[config.mk]
export PLATFORM = sky130hd
export DESIGN_NAME = pwm_audio
export DESIGN_NICKNAME = d
export VERILOG_FILES = /design/src/demo_pkg.sv /design/src/pwm_audio.sv
export SDC_FILE = /design/constraint.sdc
export NUM_CORES = 1
export LEC_CHECK = 0
export ABC_AREA = 1
export BUFFER_PORTS_ARGS = -buffer_cell sky130_fd_sc_hd__buf_2
export CAP_MARGIN = 20
export CELL_PAD_IN_SITES_DETAIL_PLACEMENT = 0
export CELL_PAD_IN_SITES_GLOBAL_PLACEMENT = 1
export CORE_UTILIZATION = 35
export CTS_BUF_LIST = sky130_fd_sc_hd__clkbuf_4
export CTS_CLUSTER_SIZE = 30
export DETAILED_ROUTE_END_ITERATION = 8
export PLACE_DENSITY_LB_ADDON = 0.1
export SYNTH_ARGS = -nofsm -noshare
export SYNTH_HDL_FRONTEND = slang
export SYNTH_SLANG_ARGS = --single-unit
[constraint.sdc]
create_clock -name bus_clk -period 4 [get_ports bus_clk]
set_clock_uncertainty 0.15 [all_clocks]
set_input_delay 1.2 -clock bus_clk [delete_from_list [all_inputs] [get_ports bus_clk]]
set_output_delay 1.2 -clock bus_clk [all_outputs]
set_load 0.1 [all_outputs]
[src/demo_pkg.sv]
package demo_pkg;

  // PWM level counter and threshold width, one frame is 2**PWM_W cycles
  localparam int PWM_W = 11;

  // FIFO depths as log2
  localparam int AUDIO_DEPTH_LOG2 = 9;
  localparam int LOOP_DEPTH_LOG2 = 11;

  // Seekable memory, 32 bytes
  localparam int MEM_ADDR_W = 5;

  // Lite register file, 32 words addressed by byte
  localparam int LITE_IDX_W = 5;
  localparam int LITE_ADDR_W = 7;

  typedef logic [7:0] byte_t;

  // Stereo sample, right channel in the upper half
  typedef struct packed {
    logic signed [15:0] right;
    logic signed [15:0] left;
  } audio_sample_t;

  // Write side of the 8-bit loopback stream
  typedef struct packed {
    logic  wren;
    byte_t data;
  } stream8_req_t;

  // Write side of the 32-bit audio stream
  typedef struct packed {
    logic          wren;
    audio_sample_t sample;
  } audio_req_t;

  typedef struct packed {
    logic                  wren;
    logic                  rden;
    logic [MEM_ADDR_W-1:0] addr;
    byte_t                 wdata;
  } mem_req_t;

  // Bus side sees a word, register file sees four byte lanes
  typedef union packed {
    logic [31:0]     word;
    byte_t [3:0]     lanes;
  } lite_word_u;

  typedef struct packed {
    logic                   rden;
    logic [3:0]             wstrb;
    logic [LITE_ADDR_W-1:0] addr;
    lite_word_u             wdata;
  } lite_req_t;

endpackage

[src/pwm_audio.sv]
module pwm_audio
  import demo_pkg::*;
(
  input  logic          bus_clk,
  input  logic          rst_i,
  input  audio_sample_t fifo_dout_i,
  input  logic          fifo_empty_i,
  output logic          fifo_rd_en_o,
  output logic          pwm_left_o,
  output logic          pwm_right_o
);

  logic [PWM_W-1:0] pwm_level;
  logic [PWM_W-1:0] threshold_left;
  logic [PWM_W-1:0] threshold_right;
  logic             sample_held;
  logic             frame_end;

  // Signed sample to offset binary, keeping the top PWM_W bits
  function automatic logic [PWM_W-1:0] to_threshold(input logic signed [15:0] chan);
    logic [PWM_W-1:0] top;
    top = chan[15 -: PWM_W];
    return top + PWM_W'(1 << (PWM_W - 1));
  endfunction

  assign frame_end = (pwm_level == '1);

  // Fetch the next sample as soon as the last one has been consumed
  assign fifo_rd_en_o = !sample_held && !fifo_empty_i;

  always_ff @(posedge bus_clk)
  begin
    if (rst_i)
    begin
      pwm_level       <= '0;
      threshold_left  <= '0;
      threshold_right <= '0;
      sample_held     <= 1'b0;
      pwm_left_o      <= 1'b0;
      pwm_right_o     <= 1'b0;
    end
    else
    begin
      pwm_level <= pwm_level + 1'b1;

      if (frame_end)
      begin
        if (sample_held)
        begin
          threshold_left  <= to_threshold(fifo_dout_i.left);
          threshold_right <= to_threshold(fifo_dout_i.right);
        end
        else
        begin
          // Underrun, stay silent for this frame
          threshold_left  <= '0;
          threshold_right <= '0;
        end
      end

      // A read only happens with nothing held, so no conflict with release
      if (fifo_rd_en_o)
        sample_held <= 1'b1;
      else if (frame_end)
        sample_held <= 1'b0;

      pwm_left_o  <= (threshold_left > pwm_level);
      pwm_right_o <= (threshold_right > pwm_level);
    end
  end

endmodule

=== Word-level counts from Yosys, hierarchy flattened ===
Index checks and enable logic that the tools add are counted.

* $lt $le $gt $ge: 2
* Reduce and logical (&&, ||, !) cells: 4
* Multiplexer cells: 4
* Equal/unequal tests: 1
* Add/sub/neg operators: 3

{| class="wikitable"
|+ Operators by type and width
! kind !! count
|-
| $add A11 B11 Y11 const B || 2
|-
| $gt A11 B11 Y1 || 2
|-
| $mux W11 || 2
|-
| $add A11 B1 Y11 const B || 1
|-
| $eq A11 B11 Y1 const B || 1
|-
| $logic_not A1 Y1 || 2
|-
| $mux W1 || 2
|-
| $reduce_bool A2 Y1 || 1
|-
| $logic_and A1 B1 Y1 || 1
|}

* Logic and storage cells: 20
* Register bits after elaboration: 36
* Input port bits: 35
* Output and inout port bits: 3

=== Logic depth before layout (Yosys ltp) ===
Gate-level depths: netlist of the first run.

* Word-level depth: 3
* Gate-level depth with buffers: 10
* Gate-level depth less buffers: 10

=== Worst setup path after synthesis of the first run ===
OpenSTA, ideal clock, no wires.

* Path kind: in2out
* From: input port fifo_empty_i
* To: output port fifo_rd_en_o
* Stages: 1
* Buffers on the path: 0
* Setup slack: 170 ps
* Arrival: 2480 ps
* Required time: 2650 ps
* Cells stage by stage: nor2_1

* Word-level cells in the longest chain between the ends: 2

{| class="wikitable"
|+ RTL lines
! what !! RTL line !! source
|-
| start: declaration || pwm_audio.sv:7 || <nowiki>input logic fifo_empty_i,</nowiki>
|-
| $logic_not A1 Y1 || pwm_audio.sv:29 || <nowiki>assign fifo_rd_en_o = !sample_held && !fifo_empty_i;</nowiki>
|-
| $logic_and A1 B1 Y1 || pwm_audio.sv:29 ||
|-
| end: declaration || pwm_audio.sv:8 || <nowiki>output logic fifo_rd_en_o,</nowiki>
|}

Every way passes these cells.

=== Final worst setup path of the first run ===
Same ends and word-level chain as after synthesis.

==> flow_summary.ini, run 1 <==
[outcome]
status = finished clean

[sta]
holdWs_ns = 0.374
tns_ns = 0
setup_violations = 0
report.final.slew_viol_count = 0
layout_min_cycle_time_ns = 3.19
tightestPinTransition_ns = 0.789
slew_headroom_pct = 47.3
fmax_mhz = 314
rsz0062_at_grt = false
period_share_pct = 79.7
hold_violations = 0

[pwr]
p_per_area_mw_per_mm2 = 270
p_leak_nw = 1.50
vdd_drop_max_mv = 0.122

[die]
io_pins = 38
die_w_um = 81.1
die_area_mm2 = 0.00658
die_y_um = 81.1
core-area_mm2 = 0.00599
row_count = 28
start_util_pct = 36.5

[clock_network]
clk_pin_slew_ns = 0.11
numCtsBuffers = 5
clockRootBuffer = clkbuf_4
cts_tree = done
insertion_delay_ns = 0.34
cts_resized = 0
post_cts_buffers = 0
clkSinkCount = 36
ctsHoldBuffers = 0
cts_buffer_depth = 2
cts_max_level = 2

[drt]
viasPerCell = 4.22
drtAntennaViolNets = 0
num_vias = 1893
routedWlPerCell_um = 9.87
drt-total-wl_um = 4430
dr.pass1.iters = 4
drc = 0
drtIter0Drc = 48

[worst_setup_path]
critPathTopFamily = buffers and inverters
path_max_fanout = 2
path_cells = buf_2 > nor2_1 > buf_2
cp_common_cell = buf_2
worst_ep_arrival_time_ns = 1.84
critPathBufInv = 2
cpPeakStageDelay_ns = 0.44
startpoint_type = input pin
reg2reg_slack_ns = 1.89
required_ns = 2.65
endpoint_kind = output port
critPathKind = in -> out
crit_slowest_cell = buf_2

[grt]
grt_first_pass_wirelength_um = 7600
grt_pass1_vias = 1689
grt_max_degree = 47
grt_overflow = 0
antenna_found_initial = 0
grt_usage_pct = 15.5

[final_layout]
seq_area_um2 = 721
syn_to_final_growth_pct = 11.4
num-fill-cells = 694
final_area_mm2 = 0.00244
antennaDiodeCount = 0
drive_above_1_share_pct = 11.0
finish.utilization_pct = 40.7
multi_input_area_mm2 = 0.00115
nNetsFinal = 431

[place]
hpwl_um = 3280
place.gp.congestion = 0.747
placed_area_mm2 = 0.00238
io_buffer_count = 27

[hold_path]
hp-class = reg -> reg

[synth]
yosysSeqAreaShare_pct = 32.9
synth.distinct_cells = 19
synth.avg_cell_area_um2 = 6.33
synth_top_area_share_pct = 32.9
yosysWarnings = 0
synth_seq_cells = 36
yosysTopAreaCell = dfxtp_1
synthCells = 346
syn_nets = 404
synth_area_mm2 = 0.00219
synth_area_leaders = dfxtp_1 33%, nand2_1 19%, ha_1 13%, inv_1 12%, nor2_1 10%

[flow_run]
cap_violations = 0
## routing by layer
| layer | share of wire (%) | track usage [%] | vias to the layer above |
|---|---|---|---|
| met5 | 0 | 0 | - |
| met4 | 2.3 | 6.79 | 0 |
| met1 | 53 | 20.5 | 782 |
| met2 | 42 | 23.8 | 25 |
| met3 | 2.5 | 3.71 | 8 |
| li1 | - | - | 1078 |
## placed cells by master, fill, tap and decap left out, types with 3 or more instances in the layout
cell type	synthesis	layout
a21oi_1	13	13
buf_2	2	27
clkbuf_4	0	7
dfxtp_1	36	36
ha_1	23	23
inv_1	71	71
nand2_1	108	108
nand3_1	9	9
nor2_1	60	60
nor3_1	3	3
o21ai_0	5	5
## Yosys cell counts
cell	count
o21ai_0	5
a21oi_1	13
inv_1	71
nand2_2	1
buf_6	2
nor2_4	2
nor2_1	60
nand3_1	9
nand3b_1	2
o21a_1	1
nand4_4	1
nand4_1	1
ha_1	23
nand2_1	108
dfxtp_1	36
buf_2	2
nor3_1	3
clkbuf_1	5
inv_2	1
## worst register-to-register path, cell delays in order, from the launching register on
cell and delay [ns]:
dfxtp_1 0.45, ha_1 0.21, nand2_1 0.10, nor2_4 0.18
nand4_4 0.54, nor2_1 0.29, nor2_1 0.07
## per-stage QoR
step                total power, mW  cells  worst slack [ns]
floorplan                     0.437    346             0.170
global placement              0.463    441             0.816
detailed placement            0.464    441             0.808
CTS                           0.673    449             0.801
global route                  0.700    449             0.771
finish                        0.658    449             0.810
## cell type report
type	instances	share of cell area, %
Timing Repair Buffer	29	6.16
Sequential cell	36	29.6
Clock buffer	7	2.15
Inverter	72	11.1
Multi-Input combinational cell	229	47.0
Clock inverter	1	0.154
Tap cell	75	3.85
## cell families after synthesis
| family | after synthesis | synth area share, % |
|---|---|---|
| simple gates | 187 | 34.8 |
| buf+inv | 81 | 14.7 |
| flops | 36 | 32.9 |
| fa+ha+maj | 23 | 13.1 |
| compound gates | 19 | 4.46 |
## flip-flops by register name, summed over array words and instances, names as in the netlist
register,cells
threshold_left,11
pwm_left_o,1
threshold_right,11
pwm_level,11
sample_held,1
pwm_right_o,1
## path summary, 6_finish.rpt
check,from,endpoint,depth (start not counted)
min reg2reg,threshold_right[1]$_SDFFE_PP0P_,threshold_right[1]$_SDFFE_PP0P_,4
max reg2reg,pwm_level[0]$_SDFF_PP0_,threshold_right[10]$_SDFFE_PP0P_,6
min,threshold_right[1]$_SDFFE_PP0P_,threshold_right[1]$_SDFFE_PP0P_,4
max,fifo_empty_i,fifo_rd_en_o,3
## power breakdown
part           internal [mW]  total (mW)  switching (mW)
Combinational         0.0281      0.0862          0.0581
Sequential             0.364       0.368         0.00407
Clock                 0.0813       0.204           0.123
(Power assumes the default switching activity.)
==> run 2, diff against run 1 <==
==> constraint.sdc (replaced) <==
create_clock -name bus_clk -period 2.9 [get_ports bus_clk]
set_clock_uncertainty 0.15 [all_clocks]
set_input_delay 0.87 -clock bus_clk [delete_from_list [all_inputs] [get_ports bus_clk]]
set_output_delay 0.87 -clock bus_clk [all_outputs]
set_load 0.1 [all_outputs]
==> flow_summary.ini, run 2 (synthesized netlist as in run 1, its figures left out) <==
[final_layout]
syn_to_final_growth_pct = 11.9
top_regs = pwm_level: 11 flops, threshold_left: 11 flops, threshold_right: 11 flops
final_cell_mix = 108 x nand2_1, 71 x inv_1, 59 x nor2_1
final_common_cell = nand2_1
finish.utilization_pct = 40.9
num-fill-cells = 680
antennaDiodeCount = 0
nNetsFinal = 433
finalNonFillerCells = 450
drive_above_1_share_pct = 11.7
multi_input_area_mm2 = 0.00115
seq_area_um2 = 721

[worst_setup_path]
required_ns = 1.88
critPathKind = in -> out
rr_worst_depth = 8
worstSetupStartpoint = fifo_empty_i
endpoint_kind = output port
worst_ep_arrival_time_ns = 1.48
cp-endpoint = fifo_rd_en_o
reg2reg_from = pwm_level[0]$_SDFF_PP0_
startpoint_type = input pin
reg2reg_slack_ns = 1.09
path_max_fanout = 2
reg2reg_to = threshold_right[8]$_SDFFE_PP0P_

[hold_path]
hp-class = reg -> reg
hold_depth = 4

[grt]
grt_usage_pct = 15.9
antenna_found_initial = 0
grt_max_degree = 47
grt_first_pass_wirelength_um = 7870
grt_pass1_vias = 1777
grt_overflow = 0

[sta]
report.final.slew_viol_count = 0
setup_violations = 0
rsz0062_at_grt = false
fmax_mhz = 400
tightestPinTransition_ns = 0.612
hold_violations = 0
slew_headroom_pct = 59.1
period_share_pct = 86.2
layout_min_cycle_time_ns = 2.50
tns_ns = 0
holdWs_ns = 0.374

[clock_network]
cts_buffer_depth = 2
ctsHoldBuffers = 0
cts_resized = 0
clkSinkCount = 36
cts_tree = done
post_cts_buffers = 0
clk_pin_slew_ns = 0.11
numCtsBuffers = 5
insertion_delay_ns = 0.34
cts_max_level = 2
clockRootBuffer = clkbuf_4

[drt]
viasPerCell = 4.22
num_vias = 1899
drtAntennaViolNets = 0
drc = 0
drt-total-wl_um = 4430
drtIter0Drc = 28
dr.pass1.iters = 4
routedWlPerCell_um = 9.84

[die]
row_count = 28
core-area_mm2 = 0.00599
die_w_um = 81.1
io_pins = 38
die_area_mm2 = 0.00658
die_y_um = 81.1
start_util_pct = 36.5

[place]
io_buffer_count = 27
place.gp.congestion = 0.732
placedCellCount = 443
hpwl_um = 3330

[outcome]
status = finished clean

[pwr]
p_per_area_mw_per_mm2 = 365
vdd_drop_max_mv = 0.183
p_leak_nw = 1.51

[flow_run]
cap_violations = 0
[run 2: changes by cell type in the layout (fill, tap and decap cells not counted)]
cell,delta
buf_4,+2
nor2_1,-1
clkinv_2,+1
clkinv_1,-1
nor2_2,+1
clkbuf_4,-1
[run 2: how the worst min path moves through the flow]
stage	startpoint	end	slack (ns)
floorplan	pwm_level[0]$_SDFF_PP0_	pwm_level[0]$_SDFF_PP0_	0.30
global placement	pwm_level[0]$_SDFF_PP0_	pwm_level[0]$_SDFF_PP0_	0.34
detailed placement	pwm_level[0]$_SDFF_PP0_	pwm_level[0]$_SDFF_PP0_	0.35
CTS	threshold_left[6]$_SDFFE_PP0P_	threshold_left[6]$_SDFFE_PP0P_	0.38
global route	sample_held$_SDFFE_PP0P_	sample_held$_SDFFE_PP0P_	0.40
finish	threshold_right[4]$_SDFFE_PP0P_	threshold_right[4]$_SDFFE_PP0P_	0.37
[run 2: where the power goes]
group          internal [mW]  switching (mW)
combinational         0.0399          0.0806
clock                 0.0988           0.168
sequential             0.502         0.00581
total                  0.641           0.255
[run 2: worst max-delay path, stage by stage]
cell and delay, ns:
buf_2 0.10, nor2_2 0.08, buf_2 0.43
[run 2: layout make-up]
type	instances	share of cell area, %
Clock buffer	6	1.84
Multi-Input combinational cell	229	46.9
Sequential cell	36	29.4
Tap cell	75	3.83
Timing Repair Buffer	31	6.74
Inverter	72	11.0
Clock inverter	1	0.204
[run 2: stage by stage]
step / total power, mW / cell area [um^2] / setup slack, ns
2_1_floorplan: 0.603 / 2190 / 0.214
3_3_place_gp: 0.639 / 2400 / 0.400
3_5_place_dp: 0.641 / 2400 / 0.396
4_1_cts: 0.914 / 2450 / 0.395
5_1_grt: 0.955 / 2450 / 0.380
6_report: 0.895 / 2450 / 0.400
[run 2: per-layer routing]
| metal | up-vias | global-route usage [%] | part of all wire, % |
|---|---|---|---|
| li1 | 1080 | - | - |
| met4 | 0 | 6.96 | 2.6 |
| met3 | 12 | 3.93 | 3.0 |
| met1 | 781 | 20.2 | 52 |
| met2 | 26 | 25.3 | 42 |
| met5 | - | 0 | 0 |
==> run 3, diff against run 2 <==
==> constraint.sdc (replaced) <==
create_clock -name bus_clk -period 2.9 [get_ports bus_clk]
set_clock_uncertainty 0.15 [all_clocks]
set_input_delay 0.58 -clock bus_clk [delete_from_list [all_inputs] [get_ports bus_clk]]
set_output_delay 0.58 -clock bus_clk [all_outputs]
set_load 0.1 [all_outputs]
==> flow_summary.ini, run 3 (synthesized netlist as in run 1, its figures left out) <==
[outcome]
status = finished clean

[die]
core-area_mm2 = 0.00599
start_util_pct = 36.5
io_pins = 38
die_w_um = 81.1
row_count = 28
die_area_mm2 = 0.00658
die_y_um = 81.1

[final_layout]
final_cell_mix = 108 x nand2_1, 71 x inv_1, 60 x nor2_1
num-fill-cells = 684
nNetsFinal = 432
syn_to_final_growth_pct = 12.8
antennaDiodeCount = 0
top_regs = pwm_level: 11 flops, threshold_left: 11 flops, threshold_right: 11 flops
drive_above_1_share_pct = 11.5
final_common_cell = nand2_1

[worst_setup_path]
critPathKind = reg -> reg
path_max_fanout = 27
reg2reg_slack_ns = 0.83
required_ns = 3.03
worst_ep_arrival_time_ns = 2.19
endpoint_kind = flip-flop
startpoint_type = flip-flop

[drt]
dr.pass1.iters = 4
drc = 0
viasPerCell = 4.12
drtIter0Drc = 45
drtAntennaViolNets = 0
drt-total-wl_um = 4420
num_vias = 1856
routedWlPerCell_um = 9.82

[sta]
holdWs_ns = 0.299
slew_headroom_pct = 56.8
hold_violations = 0
fmax_mhz = 484
fin_ws_ns = 0.832
report.final.slew_viol_count = 0
setup_violations = 0
layout_min_cycle_time_ns = 2.07
rsz0062_at_grt = false
tightestPinTransition_ns = 0.648
period_share_pct = 71.3
tns_ns = 0

[flow_run]
cap_violations = 0

[pwr]
p_leak_nw = 1.52
vdd_drop_max_mv = 0.249
p_per_area_mw_per_mm2 = 401

[clock_network]
cts_tree = done
clk_pin_slew_ns = 0.12
clkSinkCount = 36
numCtsBuffers = 5
insertion_delay_ns = 0.34
cts_buffer_depth = 2
cts_resized = 0
cts_max_level = 2
ctsHoldBuffers = 0
post_cts_buffers = 0
clockRootBuffer = clkbuf_4

[place]
hpwl_um = 3380
place.gp.congestion = 0.777
dp_slack_ns = 0.832
io_buffer_count = 27

[grt]
grt_max_degree = 28
grt_overflow = 0
grt_pass1_vias = 1699
grt_first_pass_wirelength_um = 7650
antenna_found_initial = 0
grt_usage_pct = 15.6

[hold_path]
hp-class = in -> reg
[run 3: changes by cell type in the layout (fill, tap and decap cells not counted)]
| cell | change |
|---|---|
| nor2_1 | +1 |
| nor2_2 | -1 |
| bufinv_16 | +1 |
| buf_4 | -1 |
[run 3: cell type report]
| class | instances | area, um^2 | area share (%) |
|---|---|---|---|
| well taps | 75 | 93.8 | 3.80 |
| flip-flops and latches | 36 | 721 | 29.2 |
| clock buffers | 6 | 45.0 | 1.82 |
| repair buffers | 30 | 158 | 6.38 |
| inverters | 72 | 270 | 10.9 |
| multi-input cells | 229 | 1150 | 46.5 |
| clock inverters | 2 | 35.0 | 1.42 |
[run 3: report_power, final]
group          switching (mW)  internal, mW  leakage [nW]
clock                   0.175         0.190        0.0456
combinational          0.0794        0.0388          1.18
sequential            0.00526         0.502         0.291
[run 3: final timing paths]
kind                                   from                         endpoint  depth (start not counted)
max                 pwm_level[0]$_SDFF_PP0_  threshold_left[10]$_SDFFE_PP0P_                          8
min                                   rst_i          pwm_level[1]$_SDFF_PP0_                          2
max reg2reg         pwm_level[0]$_SDFF_PP0_  threshold_left[10]$_SDFFE_PP0P_                          8
min reg2reg  threshold_left[6]$_SDFFE_PP0P_   threshold_left[6]$_SDFFE_PP0P_                          4
[run 3: metrics by stage]
step           utilization [%]  power [mW]  cells  instance area (um^2)
3_3_place_gp              39.9       0.638    442                  2390
5_1_grt                   41.2        1.05    450                  2470
3_5_place_dp              39.9       0.640    442                  2390
4_1_cts                   41.2        1.01    450                  2470
6_report                  41.2       0.990    450                  2470
2_1_floorplan                -       0.603    346                  2190
[run 3: worst max-delay path: stages, from the launching register on]
cell     delay [ns]
dfxtp_1        0.46
ha_1           0.21
nand2_1        0.10
nor2_4         0.19
nand4_4        0.32
buf_4          0.35
nand2_1        0.09
nand2_1        0.05
nor2_1         0.10
[run 3: layer usage]
metal | share of wire, % | global-route usage [%] | up-vias
li1 | - | - | 1080
met1 | 54 | 19.9 | 757
met2 | 43 | 26.1 | 17
met3 | 2.2 | 3.03 | 2
met4 | 0.77 | 5.36 | 0
met5 | 0 | 0 | -
